`src/rtl/filter_pkg.sv`:
```
package filter_pkg;

    // widths of the event record
    localparam int TS_W   = 16;
    localparam int EVT_W  = TS_W + 1;
    localparam int DROP_W = 8;

    // free-running cycle stamp, wraps around
    typedef logic [TS_W-1:0] ts_t;

    // {polarity, timestamp}, polarity 1 means rising
    typedef logic [EVT_W-1:0] event_t;

    // saturating overflow count
    typedef logic [DROP_W-1:0] drop_cnt_t;

    // host port sequencing
    typedef enum logic [1:0] {
        idle,
        load,
        req_high,
        wait_ack_low
    } port_state_t;

    // pack one edge into an event record
    function automatic event_t make_event(
        input logic rising,
        input ts_t  stamp
    );
        event_t ev;
        ev = {rising, stamp};
        return ev;
    endfunction

endpackage

```
`src/rtl/input_filter.sv`:
```
module input_filter #(
    parameter int STABLE_CYCLES = 8
) (
    input  logic clk,
    input  logic rst_n,
    input  logic sig_in,
    output logic pos_flag,
    output logic neg_flag
);

    // counter only has to hold 0 .. STABLE_CYCLES-1
    localparam int CNT_W = $clog2(STABLE_CYCLES);
    localparam logic [CNT_W-1:0] CNT_LAST = CNT_W'(STABLE_CYCLES - 1);

    logic             sync_q1;
    logic             sync_q2;
    logic             stable_lvl;
    logic [CNT_W-1:0] settle_cnt;
    logic             differ;
    logic             settle_done;

    // two-flop synchronizer, starts at the idle level
    always_ff @(posedge clk or negedge rst_n) begin
        if (!rst_n) begin
            sync_q1 <= 1'b1;
            sync_q2 <= 1'b1;
        end else begin
            sync_q1 <= sig_in;
            sync_q2 <= sync_q1;
        end
    end

    assign differ = sync_q2 != stable_lvl;

    // last disagreeing sample before the level may flip
    assign settle_done = differ && (settle_cnt == CNT_LAST);

    // consecutive disagreeing samples
    always_ff @(posedge clk or negedge rst_n) begin
        if (!rst_n) begin
            settle_cnt <= '0;
        end else if (!differ || settle_done) begin
            settle_cnt <= '0;
        end else begin
            settle_cnt <= settle_cnt + 1'b1;
        end
    end

    // filtered level, only follows the input once it has settled
    always_ff @(posedge clk or negedge rst_n) begin
        if (!rst_n) begin
            stable_lvl <= 1'b1;
        end else if (settle_done) begin
            stable_lvl <= sync_q2;
        end
    end

    // one-cycle direction flags, high in the cycle after the flip
    always_ff @(posedge clk or negedge rst_n) begin
        if (!rst_n) begin
            pos_flag <= 1'b0;
            neg_flag <= 1'b0;
        end else begin
            pos_flag <= settle_done && sync_q2;
            neg_flag <= settle_done && !sync_q2;
        end
    end

endmodule

```
`src/rtl/edge_event_queue.sv`:
```
module edge_event_queue
    import filter_pkg::*;
#(
    parameter int DEPTH = 4
) (
    input  logic      clk,
    input  logic      rst_n,
    input  logic      pos_flag,
    input  logic      neg_flag,
    input  logic      q_pop,
    output event_t    q_data,
    output logic      q_empty,
    output drop_cnt_t drop_count
);

    localparam int AW = $clog2(DEPTH);

    event_t      mem [DEPTH];
    logic [AW:0] wr_ptr;
    logic [AW:0] rd_ptr;
    ts_t         ts_cnt;
    logic        flag_in;
    logic        q_full;
    logic        do_write;
    logic        do_read;

    assign flag_in = pos_flag | neg_flag;

    // extra pointer bit tells full from empty
    assign q_empty = wr_ptr == rd_ptr;
    assign q_full  = (wr_ptr[AW] != rd_ptr[AW]) &&
                     (wr_ptr[AW-1:0] == rd_ptr[AW-1:0]);

    assign do_write = flag_in && !q_full;
    assign do_read  = q_pop && !q_empty;

    assign q_data = mem[rd_ptr[AW-1:0]];

    // cycle stamp, runs from reset
    always_ff @(posedge clk or negedge rst_n) begin
        if (!rst_n) begin
            ts_cnt <= '0;
        end else begin
            ts_cnt <= ts_cnt + 1'b1;
        end
    end

    always_ff @(posedge clk) begin
        if (do_write) begin
            mem[wr_ptr[AW-1:0]] <= make_event(pos_flag, ts_cnt);
        end
    end

    always_ff @(posedge clk or negedge rst_n) begin
        if (!rst_n) begin
            wr_ptr <= '0;
            rd_ptr <= '0;
        end else begin
            if (do_write) begin
                wr_ptr <= wr_ptr + 1'b1;
            end
            if (do_read) begin
                rd_ptr <= rd_ptr + 1'b1;
            end
        end
    end

    // flags arriving on a full queue are lost, count them
    always_ff @(posedge clk or negedge rst_n) begin
        if (!rst_n) begin
            drop_count <= '0;
        end else if (flag_in && q_full && (drop_count != '1)) begin
            drop_count <= drop_count + 1'b1;
        end
    end

endmodule

```
`src/rtl/host_event_port.sv`:
```
module host_event_port
    import filter_pkg::*;
(
    input  logic   clk,
    input  logic   rst_n,
    input  event_t q_data,
    input  logic   q_empty,
    output logic   q_pop,
    output event_t ev_data,
    output logic   ev_req,
    input  logic   ev_ack
);

    port_state_t state;

    // head entry leaves the queue at the end of load
    assign q_pop = state == load;

    always_ff @(posedge clk or negedge rst_n) begin
        if (!rst_n) begin
            state  <= idle;
            ev_req <= 1'b0;
        end else begin
            case (state)
                idle: begin
                    if (!q_empty) begin
                        state <= load;
                    end
                end
                load: begin
                    state <= req_high;
                end
                req_high: begin
                    // data was set a cycle earlier, now raise the request
                    if (!ev_req) begin
                        ev_req <= 1'b1;
                    end else if (ev_ack) begin
                        ev_req <= 1'b0;
                        state  <= wait_ack_low;
                    end
                end
                wait_ack_low: begin
                    // transfer ends when the host drops ack
                    if (!ev_ack) begin
                        state <= idle;
                    end
                end
                default: begin
                    state  <= idle;
                    ev_req <= 1'b0;
                end
            endcase
        end
    end

    // held until the next load, so stable during the request
    always_ff @(posedge clk) begin
        if (state == load) begin
            ev_data <= q_data;
        end
    end

endmodule

```
`src/rtl/filter_top.sv`:
```
module filter_top
    import filter_pkg::*;
#(
    parameter int STABLE_CYCLES = 8,
    parameter int DEPTH         = 4
) (
    input  logic      clk,
    input  logic      rst_n,
    input  logic      sig_in,
    output event_t    ev_data,
    output logic      ev_req,
    input  logic      ev_ack,
    output drop_cnt_t drop_count
);

    logic   pos_flag;
    logic   neg_flag;
    event_t q_data;
    logic   q_empty;
    logic   q_pop;

    input_filter #(
        .STABLE_CYCLES (STABLE_CYCLES)
    ) u_filter (
        .clk      (clk),
        .rst_n    (rst_n),
        .sig_in   (sig_in),
        .pos_flag (pos_flag),
        .neg_flag (neg_flag)
    );

    edge_event_queue #(
        .DEPTH (DEPTH)
    ) u_queue (
        .clk        (clk),
        .rst_n      (rst_n),
        .pos_flag   (pos_flag),
        .neg_flag   (neg_flag),
        .q_pop      (q_pop),
        .q_data     (q_data),
        .q_empty    (q_empty),
        .drop_count (drop_count)
    );

    host_event_port u_port (
        .clk     (clk),
        .rst_n   (rst_n),
        .q_data  (q_data),
        .q_empty (q_empty),
        .q_pop   (q_pop),
        .ev_data (ev_data),
        .ev_req  (ev_req),
        .ev_ack  (ev_ack)
    );

endmodule

```
`config.mk`:
```
export PLATFORM = sky130hd
export DESIGN_NAME = filter_top
export DESIGN_NICKNAME = d
export VERILOG_FILES = /design/src/rtl/filter_pkg.sv /design/src/rtl/input_filter.sv /design/src/rtl/edge_event_queue.sv /design/src/rtl/host_event_port.sv /design/src/rtl/filter_top.sv
export SDC_FILE = /design/constraint.sdc
export NUM_CORES = 1
export LEC_CHECK = 0
export BUFFER_PORTS_ARGS = -buffer_cell sky130_fd_sc_hd__buf_2
export CORE_MARGIN = 5
export CORE_UTILIZATION = 50
export DETAILED_ROUTE_END_ITERATION = 16
export GPL_TIMING_DRIVEN = 0
export PLACE_DENSITY = 0.65
export SYNTH_ARGS = -nofsm -noshare
export SYNTH_HDL_FRONTEND = slang
export SYNTH_SLANG_ARGS = --single-unit
```
`constraint.sdc`:
```
create_clock -name clk -period 2.6 [get_ports clk]
set_input_delay 0.26 -clock clk [delete_from_list [all_inputs] [get_ports clk]]
set_output_delay 0.26 -clock clk [all_outputs]
set_load 0.1 [all_outputs]
```
======== Word-level counts from Yosys, hierarchy flattened ========
Memory sizes are Yosys's and may differ from the RTL's. A register that Yosys moved wholly into a read port is not among the register bits.
Index checks and enable logic that the tools add are counted.
storage, ports and cells
  input bits .............................. 4
  logic and storage cells ................. 57
  memories ................................ 1
  register bits ........................... 41
  output and inout port bits .............. 26
  bits in writable memories ............... 68
cells by class
  eq/ne operators ......................... 13
  reductions and logical operators ........ 15
  mux-type cells .......................... 10
  add/sub/neg operators ................... 5
  bitwise logic cells ..................... 1
memory list
  memory       depth  width  read ports  clocked after Yosys merged registers in  write ports  RTL line                RTL
  u_queue.mem  4      17     1           1                                        1            edge_event_queue.sv:18  event_t mem [DEPTH];
operators with widths
  operator                                                               number
  16-bit by 1-bit adder with 16-bit output, second input constant        1
  3-bit by 1-bit adder with 3-bit output, second input constant          3
  8-bit by 1-bit adder with 8-bit output, second input constant          1
  1-bit logical AND                                                      8
  2-bit 2-to-1 mux                                                       4
  8-bit != test, second input constant                                   1
  2-bit one-hot mux with 4 select lines                                  1
  2-bit != test, second input constant                                   3
  2-bit equality test, second input constant                             2
  1-bit logical NOT                                                      4
  1-bit 2-to-1 mux                                                       4
  4-bit AND reduction                                                    1
  3-bit equality test                                                    1
  3-bit equality test, second input constant                             1
  3-bit 2-to-1 mux                                                       1
  2-bit by 1-bit equality test with 1-bit output, second input constant  1
  2-bit equality test                                                    1
  2-bit logical NOT                                                      1
  1-bit != test                                                          2
  2-bit by 1-bit != test with 1-bit output, second input constant        1
  1-bit logical OR                                                       1
  1-bit bitwise OR                                                       1

======== Longest topological paths before layout ========
Gate-level depths: netlist of the first run.
  word-level depth ........................ 6
  mapped depth ............................ 5
  gate-level depth less buffers ........... 5

======== Modules after synthesis ========
Synthesis of the first run repeated with hierarchy kept, for this count alone.
second synthesis, totals
  cell total of the unflattened synthesis .. 264
  area, all modules ....................... 4907.2 um^2
modules (own cells, without submodules)
  module            times used  area each (um^2)  cells each
  edge_event_queue  1           3916.3            212
  host_event_port   1           709.4             33
  input_filter      1           281.5             19

======== Worst setup path before layout of the first run ========
Ideal clock, no wire load.
  kind .................................... flip-flop to flip-flop
  start ................................... register u_queue.drop_count[0]
  end ..................................... register u_queue.drop_count[1]
  period minus slack after synthesis ...... 2.167 ns
  library setup time ...................... 0.128 ns
  cell stages (with the launch flop) ...... 6
  buffers on the path ..................... 0
  arrival ................................. 2.039 ns
  required time ........................... 2.472 ns
  slack ................................... 0.433 ns
  cells stage by stage .................... dfrtp_1 > ha_1 > nand3_1 > nor2b_1 > nor2_1 > mux2_1
on the way
  word-level cells in the longest chain between the ends .. 2
  elaborated cells between the ends (all ways) .. 3
ends and longest elaborated chain
  item                                                                                            RTL line                RTL
  start: declaration                                                                              edge_event_queue.sv:13  output drop_cnt_t drop_count
  start signal: assignment                                                                        edge_event_queue.sv:73  drop_count <= drop_count + 1'b1;
  parallel branches: the longest is 2 deep, another holds 8-bit by 1-bit adder with 8-bit output  --
Parallel ways; which one is timed is not known.
A chain may end at the register's enable or synchronous reset.

======== Final worst setup path of the first run ========
  start ................................... register u_queue.rd_ptr[1]
  end ..................................... memory u_queue.mem[0][8] in the netlist's numbering (enable)
on the way
  word-level cells in the longest chain between the ends .. 6
ends and longest elaborated chain
  item                                    RTL line                RTL
  start: declaration                      edge_event_queue.sv:20  logic [AW:0] rd_ptr;
  start signal: assignment                edge_event_queue.sv:63  rd_ptr <= rd_ptr + 1'b1;
  2-bit equality test                     edge_event_queue.sv:32  (wr_ptr[AW-1:0] == rd_ptr[AW-1:0]);
  1-bit logical AND                       edge_event_queue.sv:31  assign q_full = (wr_ptr[AW] != rd_ptr[AW]) &&
  1-bit logical NOT                       edge_event_queue.sv:34  assign do_write = flag_in && !q_full;
  1-bit logical AND                       edge_event_queue.sv:34
  1-bit 2-to-1 mux                        edge_event_queue.sv:49  if (do_write) begin
  1-bit 2-to-1 mux (not written as such)  edge_event_queue.sv:50  mem[wr_ptr[AW-1:0]] <= make_event(pos_flag, ts_cnt);
  end: declaration                        edge_event_queue.sv:18
No other way between the ends.

==> reports/metrics.yaml, run 1 <==
status: "completed"
cts_hold_buf: 2
grt_start_max_net_pins: 42
max_slew.worst_pin.slew_ns: 0.9630
drt_iter0_drc: 109
hpwl_um: 4414
ys_seq_area_share_pct: 72.94
criticalPathCategory: "register to register"
yosysUniqueCellTypes: 36
start_kind: "register"
ys_async_sr_fraction_pct: 32.54
syn2layout_area_growth_pct: 17.53
powerDensity_nw_per_um2: 1095
ys_ff_latch: 126
drv_cap: 0
cp.required_ns: 2.73
grt_pass1_wl_um: 12900
synthesis.nets: 278
start_util_pct: 50.71
hold_depth: 3
antenna_cells: 0
drive_gt1_share_pct: 28.40
end_kind: "register"
r2r-start: "u_queue.rd_ptr[1]"
finalSetupViolCount: 0
clock_skew_ns: 0.009602
multiInputGateArea_um2: 1267
overflow: 0
rows: 36
globalplace.congestion: 0.7528
die-area_um2: 11900
p_leak_uw: 0.002231
syn_area_per_cell_um2: 18.82
cp_max_fo: 17
die_x_um: 109.1
cts-root-buf: "clkbuf_8"
clk_pin_slew_ns: 0.06
cts_setup_buffers: 0
clk_path_buf_depth: 2
grtUsageTotal_pct: 14.87
synth_edf_count: 85
max_slew_margin_pct: 35.80
syn_inst: 261
die_height_um: 109.1
cts-buffers-inserted: 17
drt-total-wl_um: 7693
hold_path.class: "input pin to register"
synth_commonest_cells: "85 x edfxtp_1, 38 x dfrtp_1, 17 x mux4_2, 16 x xnor2_1, 13 x ha_1"
regArea_um2: 3582
yosysMostFrequentCell: "edfxtp_1"
arrival_ns: 2.46
hp-start: "ev_ack"
min_period_over_period_pct: 89.62
synth_top_area_share_pct: 51.97
min_period_ns: 2.330
numClockSinks: 126
ys.warnings.count: 0
antenna_found_initial: 0
cts_tree: "yes"
fmax_mhz: 429.1
ioPinCount: 30
core_um2: 9684
ys_top_cells_by_area: "edfxtp_1 52%, dfrtp_1 19%, mux4_2 7.8%, ha_1 3.3%, xnor2_1 2.9%"
detail_route.wl_per_cell_um: 16.83
fillers: 719
drv_slew: 0
port_buffers: 29
syn_area_um2: 4911
ctsResizeCount: 0
grt_pass1_vias: 2456
drtAntennaViolNets: 0
fin_nets: 328
dr.pass1.iters: 4
rsz0062_at_grt: "false"
crit_start: "u_queue.rd_ptr[1]"
viasPerCell: 5.140
ys.flop_type: "edfxtp_1"
yosys.area.top_type: "edfxtp_1"
ff2ff_path_depth: 4
htree_num_levels: 4
vias: 2349
fin_setup_tns_ns: 0
ir_drop_uv: 568.7
drc: 0
clock_latency_ns: 0.51
hold_viol: 0
hold-worst-slack_ns: 0.09345
## stage by stage
step	setup WS (ns)	instance area [um2]	cells	total power, uW	util (%)
after detailed placement	0.2184	5223	423	4318	53.93
after global routing	0.1300	5772	457	6603	59.60
after global placement	0.2520	5223	423	4279	53.93
after floorplan	0.4330	4911	261	4017	-
final	0.2698	5772	457	6318	59.60
after CTS	0.2155	5772	457	6412	59.60
## routing by layer
layer,up-vias,track usage (%),wire length [um]
met5,-,0,0
met4,0,7.033,111
met3,9,3.967,253
met2,45,24.08,3982
met1,1195,18.70,3346
li1,1100,-,-
## path summary, 6_finish.rpt
path | to | slack (ns)
max in group asynchronous | u_queue.wr_ptr[0] | 1.59
worst min-delay path | u_port.ev_req | 0.09
worst max register to register | u_queue.mem[0][8] | 0.27
worst min register to register | u_filter.sync_q2 | 0.36
min in group asynchronous | u_queue.drop_count[6] | 0.42
worst max-delay path | u_queue.mem[0][8] | 0.27
## registers in the layout, summed over array words and instances (netlist names), 2 cells and up
name / count
u_filter.settle_cnt: 3
u_port.ev_data: 17
u_port.state: 2
u_queue.drop_count: 8
u_queue.mem: 68
u_queue.rd_ptr: 3
u_queue.ts_cnt: 16
u_queue.wr_ptr: 3
## cells by family (layout without fill, tap and decap cells)
kind of cell               count (synthesis)  in the layout  share of synthesized area [%]
muxes                                     25             25                          9.605
and+or+nand+nor                           52             52                          6.472
buffers and inverters                     13             76                          1.248
xor gates and xnor gates                  26             26                          5.554
adders and majority gates                 13             13                          3.312
DFF                                      126            126                          72.94
AOI/OAI and AO/OA                          6              6                         0.8660
## power by group
| part | switching (uW) | internal, uW |
|---|---|---|
| registers | 90.3 | 2390 |
| logic | 1280 | 490 |
| clock network | 883 | 1180 |
## cell type report
type	instances	area share [%]
Buffer	4	0.4769
Clock buffer	18	7.240
Clock inverter	14	1.929
Inverter	9	0.5853
Multi-Input combinational cell	122	21.96
Sequential cell	126	62.06
Tap cell	133	2.883
Timing Repair Buffer	31	2.861
## layout by cell type, fill, tap and decap left out, types with 2 or more instances in the layout
| cell | n |
|---|---|
| a22oi_1 | 2 |
| and2_1 | 6 |
| and3_1 | 2 |
| and3b_1 | 2 |
| and4_1 | 5 |
| buf_2 | 30 |
| clkbuf_16 | 16 |
| clkinv_2 | 2 |
| clkinv_4 | 5 |
| clkinvlp_4 | 3 |
| dfrtp_1 | 38 |
| dfstp_2 | 3 |
| dlygate4sd3_1 | 2 |
| edfxtp_1 | 85 |
| ha_1 | 13 |
| inv_1 | 9 |
| inv_6 | 4 |
| mux2_1 | 5 |
| mux2_2 | 2 |
| mux4_2 | 17 |
| nand2_1 | 8 |
| nand3_1 | 10 |
| nand4_1 | 3 |
| nor2_1 | 5 |
| nor3_1 | 5 |
| o21ai_1 | 2 |
| xnor2_1 | 16 |
| xnor2_4 | 2 |
| xor2_1 | 7 |
## critical path, stage by stage (launching register included)
cell and delay (ns):
dfrtp_1 0.38, buf_4 0.20, xnor2_4 0.18, a31oi_2 0.36, and2_1 0.82
(Power assumes the default switching activity.)
==> run 2: changes to the inputs <==
Settings changed: ABC_AREA from default to 1, CORE_MARGIN 5 to default, GPL_TIMING_DRIVEN 0 to default, PLACE_DENSITY 0.65 to 0.64.
==> reports/metrics.yaml, run 2 <==
status: "completed"
min_period_over_period_pct: 81.22
grtUsageTotal_pct: 19.09
finalPower_uw: 6678
cts-root-buf: "clkbuf_8"
hold_viol: 0
final_common_cell: "edfxtp_1"
hold_path.class: "input pin to register"
cts_tree: "yes"
ioPinCount: 30
ys.warnings.count: 0
arrival_ns: 2.32
ys_async_sr_fraction_pct: 32.54
post_dp_cell_area_um2: 5539
powerDensity_nw_per_um2: 1095
drive_gt1_share_pct: 17.96
drv_slew: 0
detail_route.wl_per_cell_um: 15.05
max_slew_margin_pct: 34.41
dr.pass1.iters: 4
rows: 36
ir_drop_uv: 563.2
clk_pin_slew_ns: 0.06
fin_setup_tns_ns: 0
numClockSinks: 126
drtAntennaViolNets: 0
cts-buffers-inserted: 17
drt_iter0_drc: 196
cp_max_fo: 37
path_cells: "inv_6 -> nand2_1 -> nand2_2 -> nand3_4 -> nand2_4 -> nor2_1 -> buf_4"
clk_path_buf_depth: 2
antenna_found_initial: 0
yosysMostFrequentCell: "edfxtp_1"
ys_top_cells_by_area: "edfxtp_1 49%, dfrtp_1 18%, nand2_1 5.0%, o21ai_0 3.7%, nor2_1 3.6%"
end_kind: "register"
finalSetupViolCount: 0
crit_path_max_incr_delay_ns: 0.75
drv_cap: 0
layout_common_cells: "85 x edfxtp_1, 70 x nand2_1, 50 x nor2_1"
cp_slowest_cell: "dfrtp_1"
yosys.area.top_type: "edfxtp_1"
clock_latency_ns: 0.51
hpwl_um: 6037
die-area_um2: 10850
grt_pass1_wl_um: 15440
drc: 0
grt_start_max_net_pins: 42
fin_nets: 494
antenna_cells: 0
syn_inst: 429
synthesis.nets: 446
globalplace.congestion: 0.7712
synth_commonest_cells: "85 x edfxtp_1, 70 x nand2_1, 50 x nor2_1, 39 x o21ai_0, 38 x dfrtp_1"
ys_ff_latch: 126
viasPerCell: 5.047
min_period_ns: 2.112
criticalPathCategory: "register to register"
grt_pass1_vias: 3055
syn_area_um2: 5219
start_kind: "register"
core_um2: 9955
port_buffers: 29
ys_seq_area_share_pct: 68.64
cp.required_ns: 2.81
drt-total-wl_um: 9375
syn_area_per_cell_um2: 12.16
ys.flop_type: "edfxtp_1"
htree_num_levels: 4
synth_edf_count: 85
die_x_um: 104.2
synth_top_area_share_pct: 48.91
syn2layout_area_growth_pct: 16.83
max_slew.worst_pin.slew_ns: 0.9838
rsz0062_at_grt: "false"
fmax_mhz: 473.6
final_area_um2: 6097
overflow: 0
hold-worst-slack_ns: 0.07409
p_leak_uw: 0.002457
clock_skew_ns: 0.007219
vias: 3144
die_height_um: 104.2
largest_register_ffs: 68
yosysUniqueCellTypes: 31
start_util_pct: 52.43
## run 2: cell count changes in the layout (fill, tap and decap cells not counted), moves of 5 or more
cell / before / now
and2_1: 6 / 0
clkinv_4: 5 / 0
nand3_1: 10 / 19
nand2_2: 0 / 5
inv_1: 9 / 32
mux4_2: 17 / 0
xnor2_1: 16 / 10
buf_4: 1 / 8
nand2_1: 8 / 70
nor2_1: 5 / 50
o21ai_0: 0 / 39
mux2_1: 5 / 0
o22ai_1: 0 / 17
and4_1: 5 / 0
## run 2: per-stage QoR
step           setup WS [ns]  instances  utilization, %
2_1_floorplan         0.5802        429               -
3_3_place_gp          0.5301        589           55.64
3_5_place_dp          0.4894        589           55.64
4_1_cts               0.4679        623           61.25
5_1_grt               0.3229        623           61.25
6_report              0.4883        623           61.25
## run 2: logic make-up after synthesis
logic type	after synthesis	synth area share (%)
xor gates and xnor gates	19	3.189
adders and majority gates	13	3.117
and+or+nand+nor	168	15.49
DFF	126	68.64
AOI/OAI and AO/OA	58	5.970
buffers and inverters	45	3.596
## run 2: final timing paths
| kind | start | end | slack, ns | cells past startpoint |
|---|---|---|---|---|
| max in group asynchronous | rst_n | u_queue.ts_cnt[1] | 1.54 | 2 |
| min in group asynchronous | rst_n | u_port.ev_req | 0.45 | 2 |
| hold reg to reg | u_filter.sync_q1 | u_filter.sync_q2 | 0.36 | 0 |
| setup / recovery | u_queue.rd_ptr[0] | u_queue.mem[2][12] | 0.49 | 7 |
| hold / removal | ev_ack | u_port.ev_req | 0.07 | 4 |
| setup reg to reg | u_queue.rd_ptr[0] | u_queue.mem[2][12] | 0.49 | 7 |
## run 2: area by class of cell
| class | instances | area (um2) |
|---|---|---|
| Fill cell | 792 | 3857 |
| Sequential cell | 126 | 3582 |
| Multi-Input combinational cell | 258 | 1449 |
| Clock buffer | 24 | 471.7 |
| Timing Repair Buffer | 39 | 225.2 |
| Tap cell | 133 | 166.4 |
| Inverter | 35 | 136.4 |
| Clock inverter | 8 | 66.31 |
## run 2: per-layer routing
layer	GRT usage, %	vias up	part of all wire (%)
li1	-	1570	-
met1	25.96	1505	47
met5	0	-	0
met4	8.776	0	1.1
met2	28.52	60	48
met3	5.451	9	4.4
## run 2: critical path, delay by kind of cell, from the launching register on
kind	cells	cell delay (ns)
buffers and inverters	2	0.45
DFF	1	0.75
and+or+nand+nor	5	0.60
## run 2: repair_timing
action                                 CTS  global route
gates resized for setup                  0             0
hold buffers                             2             0
setup buffers                            0             0
endpoints found under the hold margin   39             0
## run 2: report_power, final
part	total [uW]	switching, uW	internal, uW	leakage, uW
sequential	2550	144	2400	0.00130
clock	2100	770	1340	0.000265
combinational	2030	1580	443	0.000891
total	6680	2500	4180	0.00246
